File: src/verilog/sb_pkg.sv
package sb_pkg;

    typedef logic [31:0] inst_t;
    typedef logic [2:0]  fu_id_t;
    typedef logic [4:0]  reg_idx_t;
    typedef logic [4:0]  fu_op_t;

    localparam int num_fu = 4;

    localparam fu_id_t fu_none = 3'd0;
    localparam fu_id_t fu_alu  = 3'd1;
    localparam fu_id_t fu_mem  = 3'd2;
    localparam fu_id_t fu_mul  = 3'd3;
    localparam fu_id_t fu_div  = 3'd4;

    // alu ops, bit 4 marks the immediate form
    localparam fu_op_t alu_add   = 5'h01;
    localparam fu_op_t alu_sub   = 5'h02;
    localparam fu_op_t alu_and   = 5'h03;
    localparam fu_op_t alu_or    = 5'h04;
    localparam fu_op_t alu_xor   = 5'h05;
    localparam fu_op_t alu_sll   = 5'h06;
    localparam fu_op_t alu_srl   = 5'h07;
    localparam fu_op_t alu_slt   = 5'h08;
    localparam fu_op_t alu_sltu  = 5'h09;
    localparam fu_op_t alu_sra   = 5'h0a;
    localparam fu_op_t alu_imm   = 5'h10;
    localparam fu_op_t alu_lui   = 5'h1b;
    localparam fu_op_t alu_auipc = 5'h1c;

    // mem ops are {1'b0, size, we}
    localparam fu_op_t mem_lb  = 5'b0_000_0;
    localparam fu_op_t mem_lh  = 5'b0_001_0;
    localparam fu_op_t mem_lw  = 5'b0_010_0;
    localparam fu_op_t mem_lbu = 5'b0_100_0;
    localparam fu_op_t mem_lhu = 5'b0_101_0;
    localparam fu_op_t mem_sb  = 5'b0_000_1;
    localparam fu_op_t mem_sh  = 5'b0_001_1;
    localparam fu_op_t mem_sw  = 5'b0_010_1;

    localparam fu_op_t mul_mul    = 5'd0;
    localparam fu_op_t mul_mulh   = 5'd1;
    localparam fu_op_t mul_mulhsu = 5'd2;
    localparam fu_op_t mul_mulhu  = 5'd3;
    localparam fu_op_t div_div    = 5'd0;
    localparam fu_op_t div_divu   = 5'd1;
    localparam fu_op_t div_rem    = 5'd2;
    localparam fu_op_t div_remu   = 5'd3;

    localparam logic [6:0] opc_r     = 7'b0110011;
    localparam logic [6:0] opc_i     = 7'b0010011;
    localparam logic [6:0] opc_load  = 7'b0000011;
    localparam logic [6:0] opc_store = 7'b0100011;
    localparam logic [6:0] opc_lui   = 7'b0110111;
    localparam logic [6:0] opc_auipc = 7'b0010111;

    localparam logic [6:0] f7_base   = 7'h00;
    localparam logic [6:0] f7_muldiv = 7'h01;
    localparam logic [6:0] f7_alt    = 7'h20;

    // one status entry per unit
    typedef struct packed {
        logic     busy;
        fu_op_t   op;
        reg_idx_t dst;
        reg_idx_t src1;
        reg_idx_t src2;
        fu_id_t   fu1;   // producer of src1, none when settled
        fu_id_t   fu2;
        logic     rdy1;  // set until operands are read
        logic     rdy2;
        logic     done;
    } fu_entry_t;

endpackage

File: src/verilog/inst_decode.sv
module inst_decode (
    input  sb_pkg::inst_t    inst,
    output logic             dec_valid,
    output sb_pkg::fu_id_t   dec_fu,
    output sb_pkg::fu_op_t   dec_op,
    output sb_pkg::reg_idx_t dec_dst,
    output sb_pkg::reg_idx_t dec_src1,
    output sb_pkg::reg_idx_t dec_src2
);
    import sb_pkg::*;

    logic [6:0] opcode;
    logic [2:0] funct3;
    logic [6:0] funct7;
    logic       alt;
    logic       has_dst;
    logic       has_src1;
    logic       has_src2;

    assign opcode = inst[6:0];
    assign funct3 = inst[14:12];
    assign funct7 = inst[31:25];
    assign alt    = (funct7 == f7_alt);

    // shared by the register and immediate alu forms
    function automatic fu_op_t alu_op(input logic [2:0] f3, input logic sel_alt);
        case (f3)
            3'h0:    return sel_alt ? alu_sub : alu_add;
            3'h1:    return alu_sll;
            3'h2:    return alu_slt;
            3'h3:    return alu_sltu;
            3'h4:    return alu_xor;
            3'h5:    return sel_alt ? alu_sra : alu_srl;
            3'h6:    return alu_or;
            default: return alu_and;
        endcase
    endfunction

    always_comb begin
        dec_valid = 1'b0;
        dec_fu    = fu_none;
        dec_op    = '0;
        has_dst   = 1'b1;
        has_src1  = 1'b1;
        has_src2  = 1'b0;
        case (opcode)
            opc_r: begin
                has_src2 = 1'b1;
                if (funct7 == f7_muldiv) begin
                    dec_valid = 1'b1;
                    dec_fu    = funct3[2] ? fu_div : fu_mul;
                    case (funct3)
                        3'h0:    dec_op = mul_mul;
                        3'h1:    dec_op = mul_mulh;
                        3'h2:    dec_op = mul_mulhsu;
                        3'h3:    dec_op = mul_mulhu;
                        3'h4:    dec_op = div_div;
                        3'h5:    dec_op = div_divu;
                        3'h6:    dec_op = div_rem;
                        default: dec_op = div_remu;
                    endcase
                end else begin
                    // sub and sra are the only alt encodings
                    dec_valid = (funct7 == f7_base) || (alt && (funct3 == 3'h0 || funct3 == 3'h5));
                    dec_fu    = fu_alu;
                    dec_op    = alu_op(funct3, alt);
                end
            end
            opc_i: begin
                dec_fu = fu_alu;
                dec_op = alu_op(funct3, alt && funct3 == 3'h5) | alu_imm;
                case (funct3)
                    3'h1:    dec_valid = (funct7 == f7_base);
                    3'h5:    dec_valid = (funct7 == f7_base) || alt;
                    default: dec_valid = 1'b1;
                endcase
            end
            opc_load: begin
                dec_fu    = fu_mem;
                dec_valid = 1'b1;
                case (funct3)
                    3'h0:    dec_op = mem_lb;
                    3'h1:    dec_op = mem_lh;
                    3'h2:    dec_op = mem_lw;
                    3'h4:    dec_op = mem_lbu;
                    3'h5:    dec_op = mem_lhu;
                    default: dec_valid = 1'b0;
                endcase
            end
            opc_store: begin
                dec_fu    = fu_mem;
                dec_valid = 1'b1;
                has_dst   = 1'b0;   // rd field holds imm bits
                has_src2  = 1'b1;
                case (funct3)
                    3'h0:    dec_op = mem_sb;
                    3'h1:    dec_op = mem_sh;
                    3'h2:    dec_op = mem_sw;
                    default: dec_valid = 1'b0;
                endcase
            end
            opc_lui, opc_auipc: begin
                dec_valid = 1'b1;
                dec_fu    = fu_alu;
                dec_op    = (opcode == opc_lui) ? alu_lui : alu_auipc;
                has_src1  = 1'b0;
            end
            default: dec_valid = 1'b0;
        endcase
        if (!dec_valid) begin
            dec_fu = fu_none;   // dropped instruction touches no table
        end
    end

    assign dec_dst  = (dec_valid && has_dst)  ? inst[11:7]  : '0;
    assign dec_src1 = (dec_valid && has_src1) ? inst[19:15] : '0;
    assign dec_src2 = (dec_valid && has_src2) ? inst[24:20] : '0;

endmodule

File: src/verilog/reg_result_status.sv
module reg_result_status (
    input  logic             clk,
    input  logic             rst,
    input  logic             issue_en,
    input  sb_pkg::reg_idx_t dec_dst,
    input  sb_pkg::reg_idx_t dec_src1,
    input  sb_pkg::reg_idx_t dec_src2,
    input  sb_pkg::fu_id_t   dec_fu,
    input  sb_pkg::fu_id_t   wb_fu,
    input  sb_pkg::reg_idx_t wb_dst,
    output sb_pkg::fu_id_t   src1_fu,
    output sb_pkg::fu_id_t   src2_fu
);
    import sb_pkg::*;

    fu_id_t rrs [32];   // pending writer per register

    assign src1_fu = rrs[dec_src1];
    assign src2_fu = rrs[dec_src2];

    always_ff @(posedge clk or posedge rst) begin
        if (rst) begin
            for (int r = 0; r < 32; r++) begin
                rrs[r] <= fu_none;
            end
        end else begin
            if (wb_fu != fu_none) begin
                rrs[wb_dst] <= fu_none;
            end
            // waw stall keeps this off the register being cleared
            if (issue_en && dec_fu != fu_none && dec_dst != '0) begin
                rrs[dec_dst] <= dec_fu;
            end
        end
    end

    // x0 must never look pending to a consumer
    a_x0_free: assert property (@(posedge clk) disable iff (rst) rrs[0] == fu_none)
        else $error("register 0 recorded a pending unit");

endmodule

File: src/verilog/fu_status_table.sv
module fu_status_table (
    input  logic                        clk,
    input  logic                        rst,
    input  logic                        issue_en,
    input  sb_pkg::fu_id_t              dec_fu,
    input  sb_pkg::fu_op_t              dec_op,
    input  sb_pkg::reg_idx_t            dec_dst,
    input  sb_pkg::reg_idx_t            dec_src1,
    input  sb_pkg::reg_idx_t            dec_src2,
    input  sb_pkg::fu_id_t              src1_fu,
    input  sb_pkg::fu_id_t              src2_fu,
    input  sb_pkg::fu_id_t              ro_sel,
    input  sb_pkg::fu_id_t              wb_sel,
    input  logic [sb_pkg::num_fu-1:0]   fu_done,
    output sb_pkg::fu_entry_t           entries [1:sb_pkg::num_fu]
);
    import sb_pkg::*;

    fu_entry_t         nxt [1:num_fu];
    fu_id_t            s1_fu;
    fu_id_t            s2_fu;
    logic [num_fu-1:0] busy_vec;

    // a producer retiring on this edge no longer blocks the new entry
    assign s1_fu = (src1_fu == wb_sel) ? fu_none : src1_fu;
    assign s2_fu = (src2_fu == wb_sel) ? fu_none : src2_fu;

    always_comb begin
        for (int u = 1; u <= num_fu; u++) begin
            nxt[u]        = entries[u];
            busy_vec[u-1] = entries[u].busy;

            if (entries[u].busy && fu_done[u-1]) begin
                nxt[u].done = 1'b1;
            end

            // operands read, drop both flags
            if (ro_sel == fu_id_t'(u)) begin
                nxt[u].rdy1 = 1'b0;
                nxt[u].rdy2 = 1'b0;
            end

            // raw wake-up, producer name cleared so it fires only once
            if (wb_sel != fu_none) begin
                if (entries[u].fu1 == wb_sel) begin
                    nxt[u].fu1  = fu_none;
                    nxt[u].rdy1 = 1'b1;
                end
                if (entries[u].fu2 == wb_sel) begin
                    nxt[u].fu2  = fu_none;
                    nxt[u].rdy2 = 1'b1;
                end
            end

            if (wb_sel == fu_id_t'(u)) begin
                nxt[u] = '0;
            end

            if (issue_en && dec_fu == fu_id_t'(u)) begin
                nxt[u] = '{busy: 1'b1,
                           op:   dec_op,
                           dst:  dec_dst,
                           src1: dec_src1,
                           src2: dec_src2,
                           fu1:  s1_fu,
                           fu2:  s2_fu,
                           rdy1: (s1_fu == fu_none),
                           rdy2: (s2_fu == fu_none),
                           done: 1'b0};
            end
        end
    end

    always_ff @(posedge clk or posedge rst) begin
        if (rst) begin
            for (int u = 1; u <= num_fu; u++) begin
                entries[u] <= '0;
            end
        end else begin
            entries <= nxt;
        end
    end

    // a unit only finishes work it was handed
    a_done_busy: assert property (@(posedge clk) disable iff (rst) (fu_done & ~busy_vec) == '0)
        else $error("done pulse from an idle unit: %b", fu_done & ~busy_vec);

endmodule

File: src/verilog/hazard_arbiter.sv
module hazard_arbiter (
    input  logic              dec_valid,
    input  sb_pkg::fu_id_t    dec_fu,
    input  sb_pkg::reg_idx_t  dec_dst,
    input  logic              inst_valid,
    input  sb_pkg::fu_entry_t entries [1:sb_pkg::num_fu],
    output logic              issue_en,
    output sb_pkg::fu_id_t    ro_sel,
    output sb_pkg::fu_id_t    wb_sel
);
    import sb_pkg::*;

    logic              struct_stall;
    logic              waw_stall;
    logic [1:num_fu]   war_ok;

    always_comb begin
        struct_stall = 1'b0;
        waw_stall    = 1'b0;
        for (int u = 1; u <= num_fu; u++) begin
            if (dec_fu == fu_id_t'(u) && entries[u].busy) begin
                struct_stall = 1'b1;
            end
            if (entries[u].busy && dec_dst != '0 && entries[u].dst == dec_dst) begin
                waw_stall = 1'b1;
            end
        end
    end

    // undecodable words are taken and dropped
    assign issue_en = inst_valid && (!dec_valid || !(struct_stall || waw_stall));

    // blocked while another unit still holds a ready flag on our dst
    always_comb begin
        for (int u = 1; u <= num_fu; u++) begin
            war_ok[u] = 1'b1;
            for (int v = 1; v <= num_fu; v++) begin
                if (v != u && entries[u].dst != '0 &&
                    ((entries[v].rdy1 && entries[v].src1 == entries[u].dst) ||
                     (entries[v].rdy2 && entries[v].src2 == entries[u].dst))) begin
                    war_ok[u] = 1'b0;
                end
            end
        end
    end

    // walking down lets the lowest id win, so alu has priority
    always_comb begin
        ro_sel = fu_none;
        wb_sel = fu_none;
        for (int u = num_fu; u >= 1; u--) begin
            if (entries[u].busy && entries[u].rdy1 && entries[u].rdy2) begin
                ro_sel = fu_id_t'(u);
            end
            if (entries[u].done && war_ok[u]) begin
                wb_sel = fu_id_t'(u);
            end
        end
        a_wb_busy: assert (wb_sel == fu_none || entries[wb_sel].busy)
            else $error("write-back grant to idle unit %0d", wb_sel);
    end

endmodule

File: src/verilog/scoreboard_ctrl.sv
module scoreboard_ctrl (
    input  logic                      clk,
    input  logic                      rst,
    input  sb_pkg::inst_t             inst,
    input  logic                      inst_valid,
    input  logic [sb_pkg::num_fu-1:0] fu_done,
    output logic                      issue_ack,
    output logic [sb_pkg::num_fu-1:0] ro_en,
    output sb_pkg::fu_op_t            ro_op,
    output sb_pkg::reg_idx_t          rs1_ctrl,
    output sb_pkg::reg_idx_t          rs2_ctrl,
    output logic                      reg_write,
    output sb_pkg::fu_id_t            wb_fu,
    output sb_pkg::reg_idx_t          rd_ctrl
);
    import sb_pkg::*;

    logic      dec_valid;
    fu_id_t    dec_fu;
    fu_op_t    dec_op;
    reg_idx_t  dec_dst;
    reg_idx_t  dec_src1;
    reg_idx_t  dec_src2;
    fu_id_t    src1_fu;
    fu_id_t    src2_fu;
    logic      issue_en;
    fu_id_t    ro_sel;
    fu_id_t    wb_sel;
    fu_entry_t entries [1:num_fu];

    inst_decode u_decode (
        .inst(inst), .dec_valid(dec_valid), .dec_fu(dec_fu), .dec_op(dec_op),
        .dec_dst(dec_dst), .dec_src1(dec_src1), .dec_src2(dec_src2)
    );

    reg_result_status u_rrs (
        .clk(clk), .rst(rst), .issue_en(issue_en),
        .dec_dst(dec_dst), .dec_src1(dec_src1), .dec_src2(dec_src2), .dec_fu(dec_fu),
        .wb_fu(wb_sel), .wb_dst(rd_ctrl), .src1_fu(src1_fu), .src2_fu(src2_fu)
    );

    fu_status_table u_fus (
        .clk(clk), .rst(rst), .issue_en(issue_en), .dec_fu(dec_fu), .dec_op(dec_op),
        .dec_dst(dec_dst), .dec_src1(dec_src1), .dec_src2(dec_src2),
        .src1_fu(src1_fu), .src2_fu(src2_fu), .ro_sel(ro_sel), .wb_sel(wb_sel),
        .fu_done(fu_done), .entries(entries)
    );

    hazard_arbiter u_arb (
        .dec_valid(dec_valid), .dec_fu(dec_fu), .dec_dst(dec_dst),
        .inst_valid(inst_valid), .entries(entries),
        .issue_en(issue_en), .ro_sel(ro_sel), .wb_sel(wb_sel)
    );

    always_ff @(posedge clk or posedge rst) begin
        if (rst) begin
            issue_ack <= 1'b0;
        end else begin
            issue_ack <= issue_en;   // one cycle per taken instruction
        end
    end

    // route the granted entries out
    always_comb begin
        ro_en    = '0;
        ro_op    = '0;
        rs1_ctrl = '0;
        rs2_ctrl = '0;
        rd_ctrl  = '0;
        for (int u = 1; u <= num_fu; u++) begin
            if (ro_sel == fu_id_t'(u)) begin
                ro_en[u-1] = 1'b1;
                ro_op      = entries[u].op;
                rs1_ctrl   = entries[u].src1;
                rs2_ctrl   = entries[u].src2;
            end
            if (wb_sel == fu_id_t'(u)) begin
                rd_ctrl = entries[u].dst;
            end
        end
    end

    assign reg_write = (wb_sel != fu_none);
    assign wb_fu     = wb_sel;

endmodule

File: config.mk
export PLATFORM = sky130hd
export DESIGN_NAME = scoreboard_ctrl
export DESIGN_NICKNAME = d
export VERILOG_FILES = /design/src/verilog/sb_pkg.sv /design/src/verilog/inst_decode.sv /design/src/verilog/reg_result_status.sv /design/src/verilog/fu_status_table.sv /design/src/verilog/hazard_arbiter.sv /design/src/verilog/scoreboard_ctrl.sv
export SDC_FILE = /design/constraint.sdc
export NUM_CORES = 1
export LEC_CHECK = 0
export BUFFER_PORTS_ARGS = -buffer_cell sky130_fd_sc_hd__clkbuf_2
export CAP_MARGIN = 15
export CORE_AREA = 2 2 171 173
export DETAILED_ROUTE_END_ITERATION = 8
export DIE_AREA = 0 0 173 175
export PLACE_DENSITY = 0.72
export SYNTH_ARGS = -nofsm -noshare
export SYNTH_HDL_FRONTEND = slang
export SYNTH_HIERARCHICAL = 1
export SYNTH_SLANG_ARGS = --single-unit
File: constraint.sdc
create_clock -name clk -period 7.2 [get_ports clk]
set_clock_uncertainty 0.05 [all_clocks]
set_input_delay 0.72 -clock clk [delete_from_list [all_inputs] [get_ports clk]]
set_output_delay 0.72 -clock clk [all_outputs]
set_load 0.01 [all_outputs]
==> flow_metrics.py, run 1 <==
metrics = {
    "synthesis": {
        "synth-seq-cells": 217,
        "synth_edf_count": 0,
        "yosysMostFrequentCell": "dfrtp_1",
        "syn_inst": 1550,
        "synth_cell_types": 84,
        "yosysTopAreaCell": "dfrtp_1",
        "yosys-top-cells-area": "dfrtp_1 (35%), mux4_2 (8.7%), mux2i_1 (7.3%)",
        "synth_top_area_share_pct": 35.10,
        "syn_nets": 1589,
        "synth.avg_cell_area_sq_um": 9.981,
        "synthFlopType": "dfrtp_1",
        "ys_warn_count": 6,
        "ys_top_cells_by_count": "dfrtp_1 (217), nand2_1 (174), xor2_1 (118), nand3_1 (114), mux2i_1 (113)",
        "async_flop_share_pct": 100.0,
        "ys_seq_area_share_pct": 35.10,
        "synth_area_sq_um": 15470,
    },
    "detailed_routing": {
        "antenna_left": 0,
        "drc": 0,
        "wire_per_inst_um": 25.34,
        "via_per_inst": 6.989,
        "via_count": 13520,
        "drt_iter0_drc": 1687,
        "routed_wl_um": 49010,
        "first_pass_iters": 5,
    },
    "cells_and_area": {
        "fin_nets": 1575,
        "antenna_cells": 0,
        "area_growth_syn_to_layout_pct": 8.751,
        "drive_gt1_share_pct": 16.90,
        "utilization_pct": 59.26,
        "final_cells": 1934,
        "fin_area_sq_um": 16820,
    },
    "power": {
        "cellPowerDensity_nw_per_um2": 229.7,
        "power.leakage_nw": 7.451,
        "power.total_mw": 3.865,
        "ir_drop_mv": 0.1743,
    },
    "setup_path": {
        "cp_slowest_cell": "a31oi_4",
        "cpMostUsedCell": "mux4_2",
        "crit_fanout": 20,
        "cp-start-kind": "input pin",
        "critPathKind": "in2reg",
        "arrival_ns": 5.76,
        "required_ns": 7.53,
        "slowest_delay_ns": 0.96,
        "end_kind": "flip-flop",
        "crit_chain": "clkbuf_2 -> or4_1 -> a2111oi_4 -> o21bai_2 -> a31oi_4 -> buf_4 -> mux4_2 -> mux4_2 -> mux2_2 -> and3_1 -> o211a_1 -> nor3_2 -> o22ai_1",
    },
    "floorplanning": {
        "core_sq_um": 28390,
        "die_w_um": 173,
        "start_util_pct": 54.49,
        "ios": 68,
        "die_y_um": 175,
        "die_area_sq_um": 30280,
        "rows": 62,
    },
    "sta": {
        "setup_viol": 0,
        "rsz0062_at_grt": "false",
        "hold_violations": 0,
        "hold_slack_ns": 0.04102,
        "period_needed_ns": 5.430,
        "worstMarginPinSlew_ns": 1.269,
        "max_freq_mhz": 184.2,
        "finalMaxSlewViolations": 0,
        "period_share_pct": 75.42,
        "slew_headroom_pct": 14.99,
        "fin_setup_tns_ns": 0,
        "setup_slack_ns": 1.770,
    },
    "cts": {
        "clk_latency_ns": 0.53,
        "numCtsBuffers": 25,
        "post_cts_resized": 0,
        "cts.sinks": 217,
        "cts_setup_buffers": 0,
        "clock_path_buffers": 3,
        "clkTransAtPathRegs_ns": 0.06,
        "h-tree-depth": 1,
        "hold_buffers": 0,
        "cts_tree": "done",
        "cts_root_buffer": "clkbuf_16",
    },
    "global_routing": {
        "grt_max_degree": 83,
        "grt-ovfl-total": 0,
        "antenna_found_initial": 1,
        "grt_pass1_wl_um": 76870,
        "grt_use_total_pct": 31.96,
        "grt_pass1_vias": 13080,
    },
    "place": {
        "port-buffer-count": 67,
        "dpl.hpwl_um": 32490,
        "dpl_cell_area_sq_um": 15970,
        "dp.cells": 1890,
        "dp_slack_ns": 1.266,
        "place_congestion": 0.9444,
    },
    "worst_hold_path": {
        "hold_class": "in2async",
    },
    "flow_run": {
        "cap_violations": 0,
    },
    "outcome": {
        "status": "finished, final reports clean",
    },
}
[kinds of logic after synthesis]
kind of cell | share of synthesized area (%)
muxes | 16.48
DFF | 35.10
buffers and inverters | 5.645
AOI/OAI and AO/OA | 16.09
and+or+nand+nor | 17.52
xor gates and xnor gates | 9.171
[where the power goes]
part / leakage, nW / switching (mW) / internal [mW]
clock: 0.390 / 0.504 / 0.748
combinational: 4.54 / 0.931 / 0.382
sequential: 2.52 / 0.0505 / 1.25
[critical path, delay by kind of cell]
kind                   cells  cell delay [ns]
AOI/OAI and AO/OA          5             1.95
muxes                      3             1.38
buffers and inverters      2             0.42
and+or+nand+nor            3             1.25
[per-layer routing]
layer	up-vias	part of all wire [%]	track usage [%]
met1	6754	40	44.52
met4	0	3.5	11.76
met5	-	0	0
met3	131	10	6.571
met2	791	46	49.57
li1	5840	-	-
[state kept, by name, indices dropped and copies added, names as in the netlist]
register / count
u_fus/entries: 120
u_rrs/rrs: 96
issue_ack: 1
[final cells by class]
class,count,area (sq um)
Clock buffer,38,754.5
Clock inverter,3,46.29
Fill cell,2392,11570
Inverter,22,86.33
Multi-Input combinational cell,1162,9353
Sequential cell,217,5430
Tap cell,384,480.5
Timing Repair Buffer,108,674.4
[cells in the final DEF (no fill, tap or decap), types with 6 or more instances in the layout]
cell / instances
nor3_1: 13
a21boi_0: 11
inv_1: 19
nand3b_1: 19
mux2_2: 6
nand4_1: 10
nor2b_1: 9
nor4_1: 35
o21ai_0: 44
buf_4: 38
a31oi_1: 9
nor3b_1: 13
or3b_2: 6
o41ai_1: 49
o221ai_1: 11
clkbuf_8: 8
mux2i_1: 113
nand3_1: 114
clkbuf_16: 25
a21oi_1: 22
dfrtp_1: 217
mux4_2: 60
nand4bb_1: 19
and3_1: 8
o21a_1: 6
nor2_1: 26
nand2b_1: 13
clkbuf_2: 67
a22o_1: 40
nand2_1: 173
xnor2_1: 44
o22ai_1: 18
o32ai_1: 12
o31ai_1: 26
a32oi_1: 10
o221ai_2: 9
xor2_1: 118
[path summary, 6_finish.rpt]
kind                                     from            endpoint  slack (ns)  cells after the start
max                                  inst[26]   u_fus/entries[92]        1.77                     13
min                                       rst           issue_ack        0.04                      2
max reg2reg                 u_fus/entries[81]   u_fus/entries[31]        2.62                     12
min reg2reg                u_fus/entries[118]  u_fus/entries[118]        0.44                      2
max in group asynchronous                 rst  u_fus/entries[104]        5.42                      3
min in group clk           u_fus/entries[118]  u_fus/entries[118]        0.44                      2
Power figures use the tool's default switching activity.
==> run 2: changes to the inputs <==
- ABC_AREA: default -> 1
- CORE_AREA: 2 2 171 173 -> 2 2 173 175
- DIE_AREA: 0 0 173 175 -> 0 0 175 177
- PLACE_DENSITY: 0.72 -> 0.75
- clock period: 7.2 -> 4.6 ns (I/O delays scaled with it)
==> run 2 against run 1 <==
Against the previous run: area after synthesis up 2.2%; combinational power down 17%; hold slack better by 0.16 ns; sequential power up 55%; first-iteration DRC count up 37%; clock power up 69%; highest routed layer unchanged; critical path depth up 6; global-route usage up 5.5 points; wire length up 19%; critical endpoint is now u_rrs/rrs[52]; flip-flop and latch count unchanged; sequential share of layout area down 0.81 points; count of clock-buffer cells in the layout unchanged.
==> flow_metrics.py, run 2 <==
metrics = {
    "detailed_routing": {
        "wire_per_inst_um": 19.68,
        "first_pass_iters": 6,
        "drt_iter0_drc": 2305,
        "via_per_inst": 5.917,
        "via_count": 17530,
        "routed_wl_um": 58320,
        "drc": 0,
        "antenna_left": 0,
    },
    "sta": {
        "setup_viol": 0,
        "worstMarginPinSlew_ns": 0.9809,
        "hold_violations": 0,
        "finalMaxSlewViolations": 0,
        "rsz0062_at_grt": "false",
        "setup_slack_ns": 0.2668,
        "fin_setup_tns_ns": 0,
        "slew_headroom_pct": 34.54,
        "period_needed_ns": 4.333,
        "period_share_pct": 94.20,
        "max_freq_mhz": 230.8,
    },
    "floorplanning": {
        "rows": 63,
        "start_util_pct": 54.08,
        "die_w_um": 175,
        "ios": 68,
        "die_area_sq_um": 30980,
        "die_y_um": 177,
        "core_sq_um": 29240,
    },
    "synthesis": {
        "synth_area_sq_um": 15810,
        "yosysTopAreaCell": "dfrtp_1",
        "synth_cell_types": 39,
        "ys_seq_area_share_pct": 34.34,
        "synth_edf_count": 0,
        "syn_nets": 2563,
        "synth-seq-cells": 217,
        "ys_warn_count": 6,
        "syn_inst": 2524,
        "yosysMostFrequentCell": "nand2_1",
        "ys_top_cells_by_count": "nand2_1 (968), nand3_1 (283), inv_1 (233), dfrtp_1 (217), nor2_1 (209)",
        "synth_top_area_share_pct": 34.34,
        "synthFlopType": "dfrtp_1",
        "yosys-top-cells-area": "dfrtp_1 (34%), nand2_1 (23%), nand3_1 (9.0%)",
        "async_flop_share_pct": 100.0,
        "synth.avg_cell_area_sq_um": 6.265,
    },
    "cts": {
        "clkTransAtPathRegs_ns": 0.06,
        "hold_buffers": 1,
        "cts_tree": "done",
        "cts_setup_buffers": 0,
        "post_cts_resized": 0,
        "numCtsBuffers": 26,
        "clk_latency_ns": 0.54,
        "cts.sinks": 217,
        "cts_root_buffer": "clkbuf_16",
        "h-tree-depth": 1,
        "clock_path_buffers": 3,
    },
    "setup_path": {
        "required_ns": 4.94,
        "crit_chain": "inv_2 -> o21ai_0 -> nor2_1 -> nand3_1 -> nand2_1 -> nand2_1 -> nand3_1 -> nor2_1 -> nand2_1 -> nor2_2 -> inv_2 -> nand4_1 -> nand4_1 -> inv_1 -> nand3_1 -> nor2_1 -> nor2_1 -> nand2_1 -> o21ai_0",
        "path_buf_inv": 3,
        "crit_family": "simple AND/OR/NAND/NOR gates",
        "end_kind": "flip-flop",
        "critPathKind": "reg2reg",
        "cp-start-kind": "flip-flop",
        "arrival_ns": 4.67,
        "crit_fanout": 16,
        "cp_slowest_cell": "dfrtp_1",
        "slowest_delay_ns": 0.78,
    },
    "power": {
        "comb_power_share_pct": 20.9,
        "p_sw_mw": 1.698,
        "power.leakage_nw": 8.310,
        "ir_drop_mv": 0.3231,
        "sequentialPowerShare_pct": 38.6,
        "p_int_mw": 3.529,
        "clkPwrFrac_pct": 40.5,
        "cellPowerDensity_nw_per_um2": 302.9,
        "p_sw_share_pct": 32.48,
        "power.total_mw": 5.227,
    },
    "cells_and_area": {
        "final_common_cell": "nand2_1",
        "antenna_cells": 0,
        "regMostFlops": "u_fus/entries",
        "utilization_pct": 59.00,
        "fin_nets": 2594,
        "multiInputGateArea_sq_um": 8755,
        "area_growth_syn_to_layout_pct": 9.115,
        "largest_reg_flops": 120,
        "final_cell_mix": "nand2_1 (968), nand3_1 (283), inv_1 (231), dfrtp_1 (217), nor2_1 (206)",
        "top_regs": "u_fus/entries (120), u_rrs/rrs (96), issue_ack (1)",
        "regArea_sq_um": 5430,
        "fillers": 2864,
        "drive_gt1_share_pct": 10.73,
    },
    "worst_hold_path": {
        "hold_class": "in2reg",
    },
    "place": {
        "place_congestion": 1.035,
        "dpl.hpwl_um": 41130,
        "dp_slack_ns": 0.1927,
        "port-buffer-count": 67,
    },
    "outcome": {
        "status": "finished, final reports clean",
    },
    "global_routing": {
        "antenna_found_initial": 0,
        "grt_use_total_pct": 37.43,
        "grt_max_degree": 61,
        "grt_pass1_vias": 16370,
        "grt-ovfl-total": 0,
        "grt_pass1_wl_um": 90560,
    },
    "flow_run": {
        "cap_violations": 0,
    },
}
run 2: worst register-to-register path, delay by kind of cell (launching register included):
family | cells | cell delay, ns
compound gates | 2 | 0.28
simple gates | 14 | 2.40
buf+inv | 3 | 0.68
flops | 1 | 0.78
run 2: layout make-up:
cell class              instances  share of cell area, %
clock buffers                  38                  4.503
clock inverters                 8                 0.5511
inverters                     268                  5.924
multi-input cells            1930                  50.74
well taps                     390                  2.828
flip-flops and latches        217                  31.47
repair buffers                112                  3.988
run 2: layer usage:
layer / track usage (%) / vias to the layer above / wire, um
met1: 48.23 / 8114 / 22860
li1: - / 8127 / -
met5: 0 / - / 0
met4: 21.32 / 0 / 3531
met3: 5.606 / 242 / 5731
met2: 60.42 / 1048 / 26200
run 2: kinds of logic after synthesis:
group	count (synthesis)	share of synthesized area, %
simple gates	1663	45.89
buf+inv	377	10.61
compound gates	248	8.110
flops	217	34.34
xor+xnor	19	1.052
run 2: worst paths after layout:
check,from,to,slack [ns],cells past startpoint
hold reg to reg,u_fus/entries[84],u_fus/entries[84],0.43,2
hold / removal,fu_done[1],u_fus/entries[60],0.20,3
setup reg to reg,u_fus/entries[22],u_rrs/rrs[52],0.27,19
min in group asynchronous,rst,issue_ack,0.31,3
setup / recovery,u_fus/entries[22],u_rrs/rrs[52],0.27,19
max in group asynchronous,rst,u_rrs/rrs[93],2.94,5
run 2: power groups by stage:
stage | clock network [mW] | registers (mW) | logic, mW
after detailed placement | 0 | 2.05 | 1.06
after global routing | 2.20 | 2.02 | 1.18
after CTS | 2.14 | 2.02 | 1.06
after global placement | 0 | 2.05 | 1.04
after floorplan | 0 | 2.01 | 0.768
final | 2.11 | 2.02 | 1.09
run 2: per-stage QoR:
| step | hold slack [ns] | instances | instance area, sq um |
|---|---|---|---|
| after floorplan | 0.1387 | 2524 | 15810 |
| after global routing | 0.1953 | 2963 | 17260 |
| after CTS | 0.1732 | 2962 | 17240 |
| final | 0.1971 | 2963 | 17260 |
| after detailed placement | 0.3174 | 2915 | 16350 |
| after global placement | 0.3207 | 2915 | 16350 |
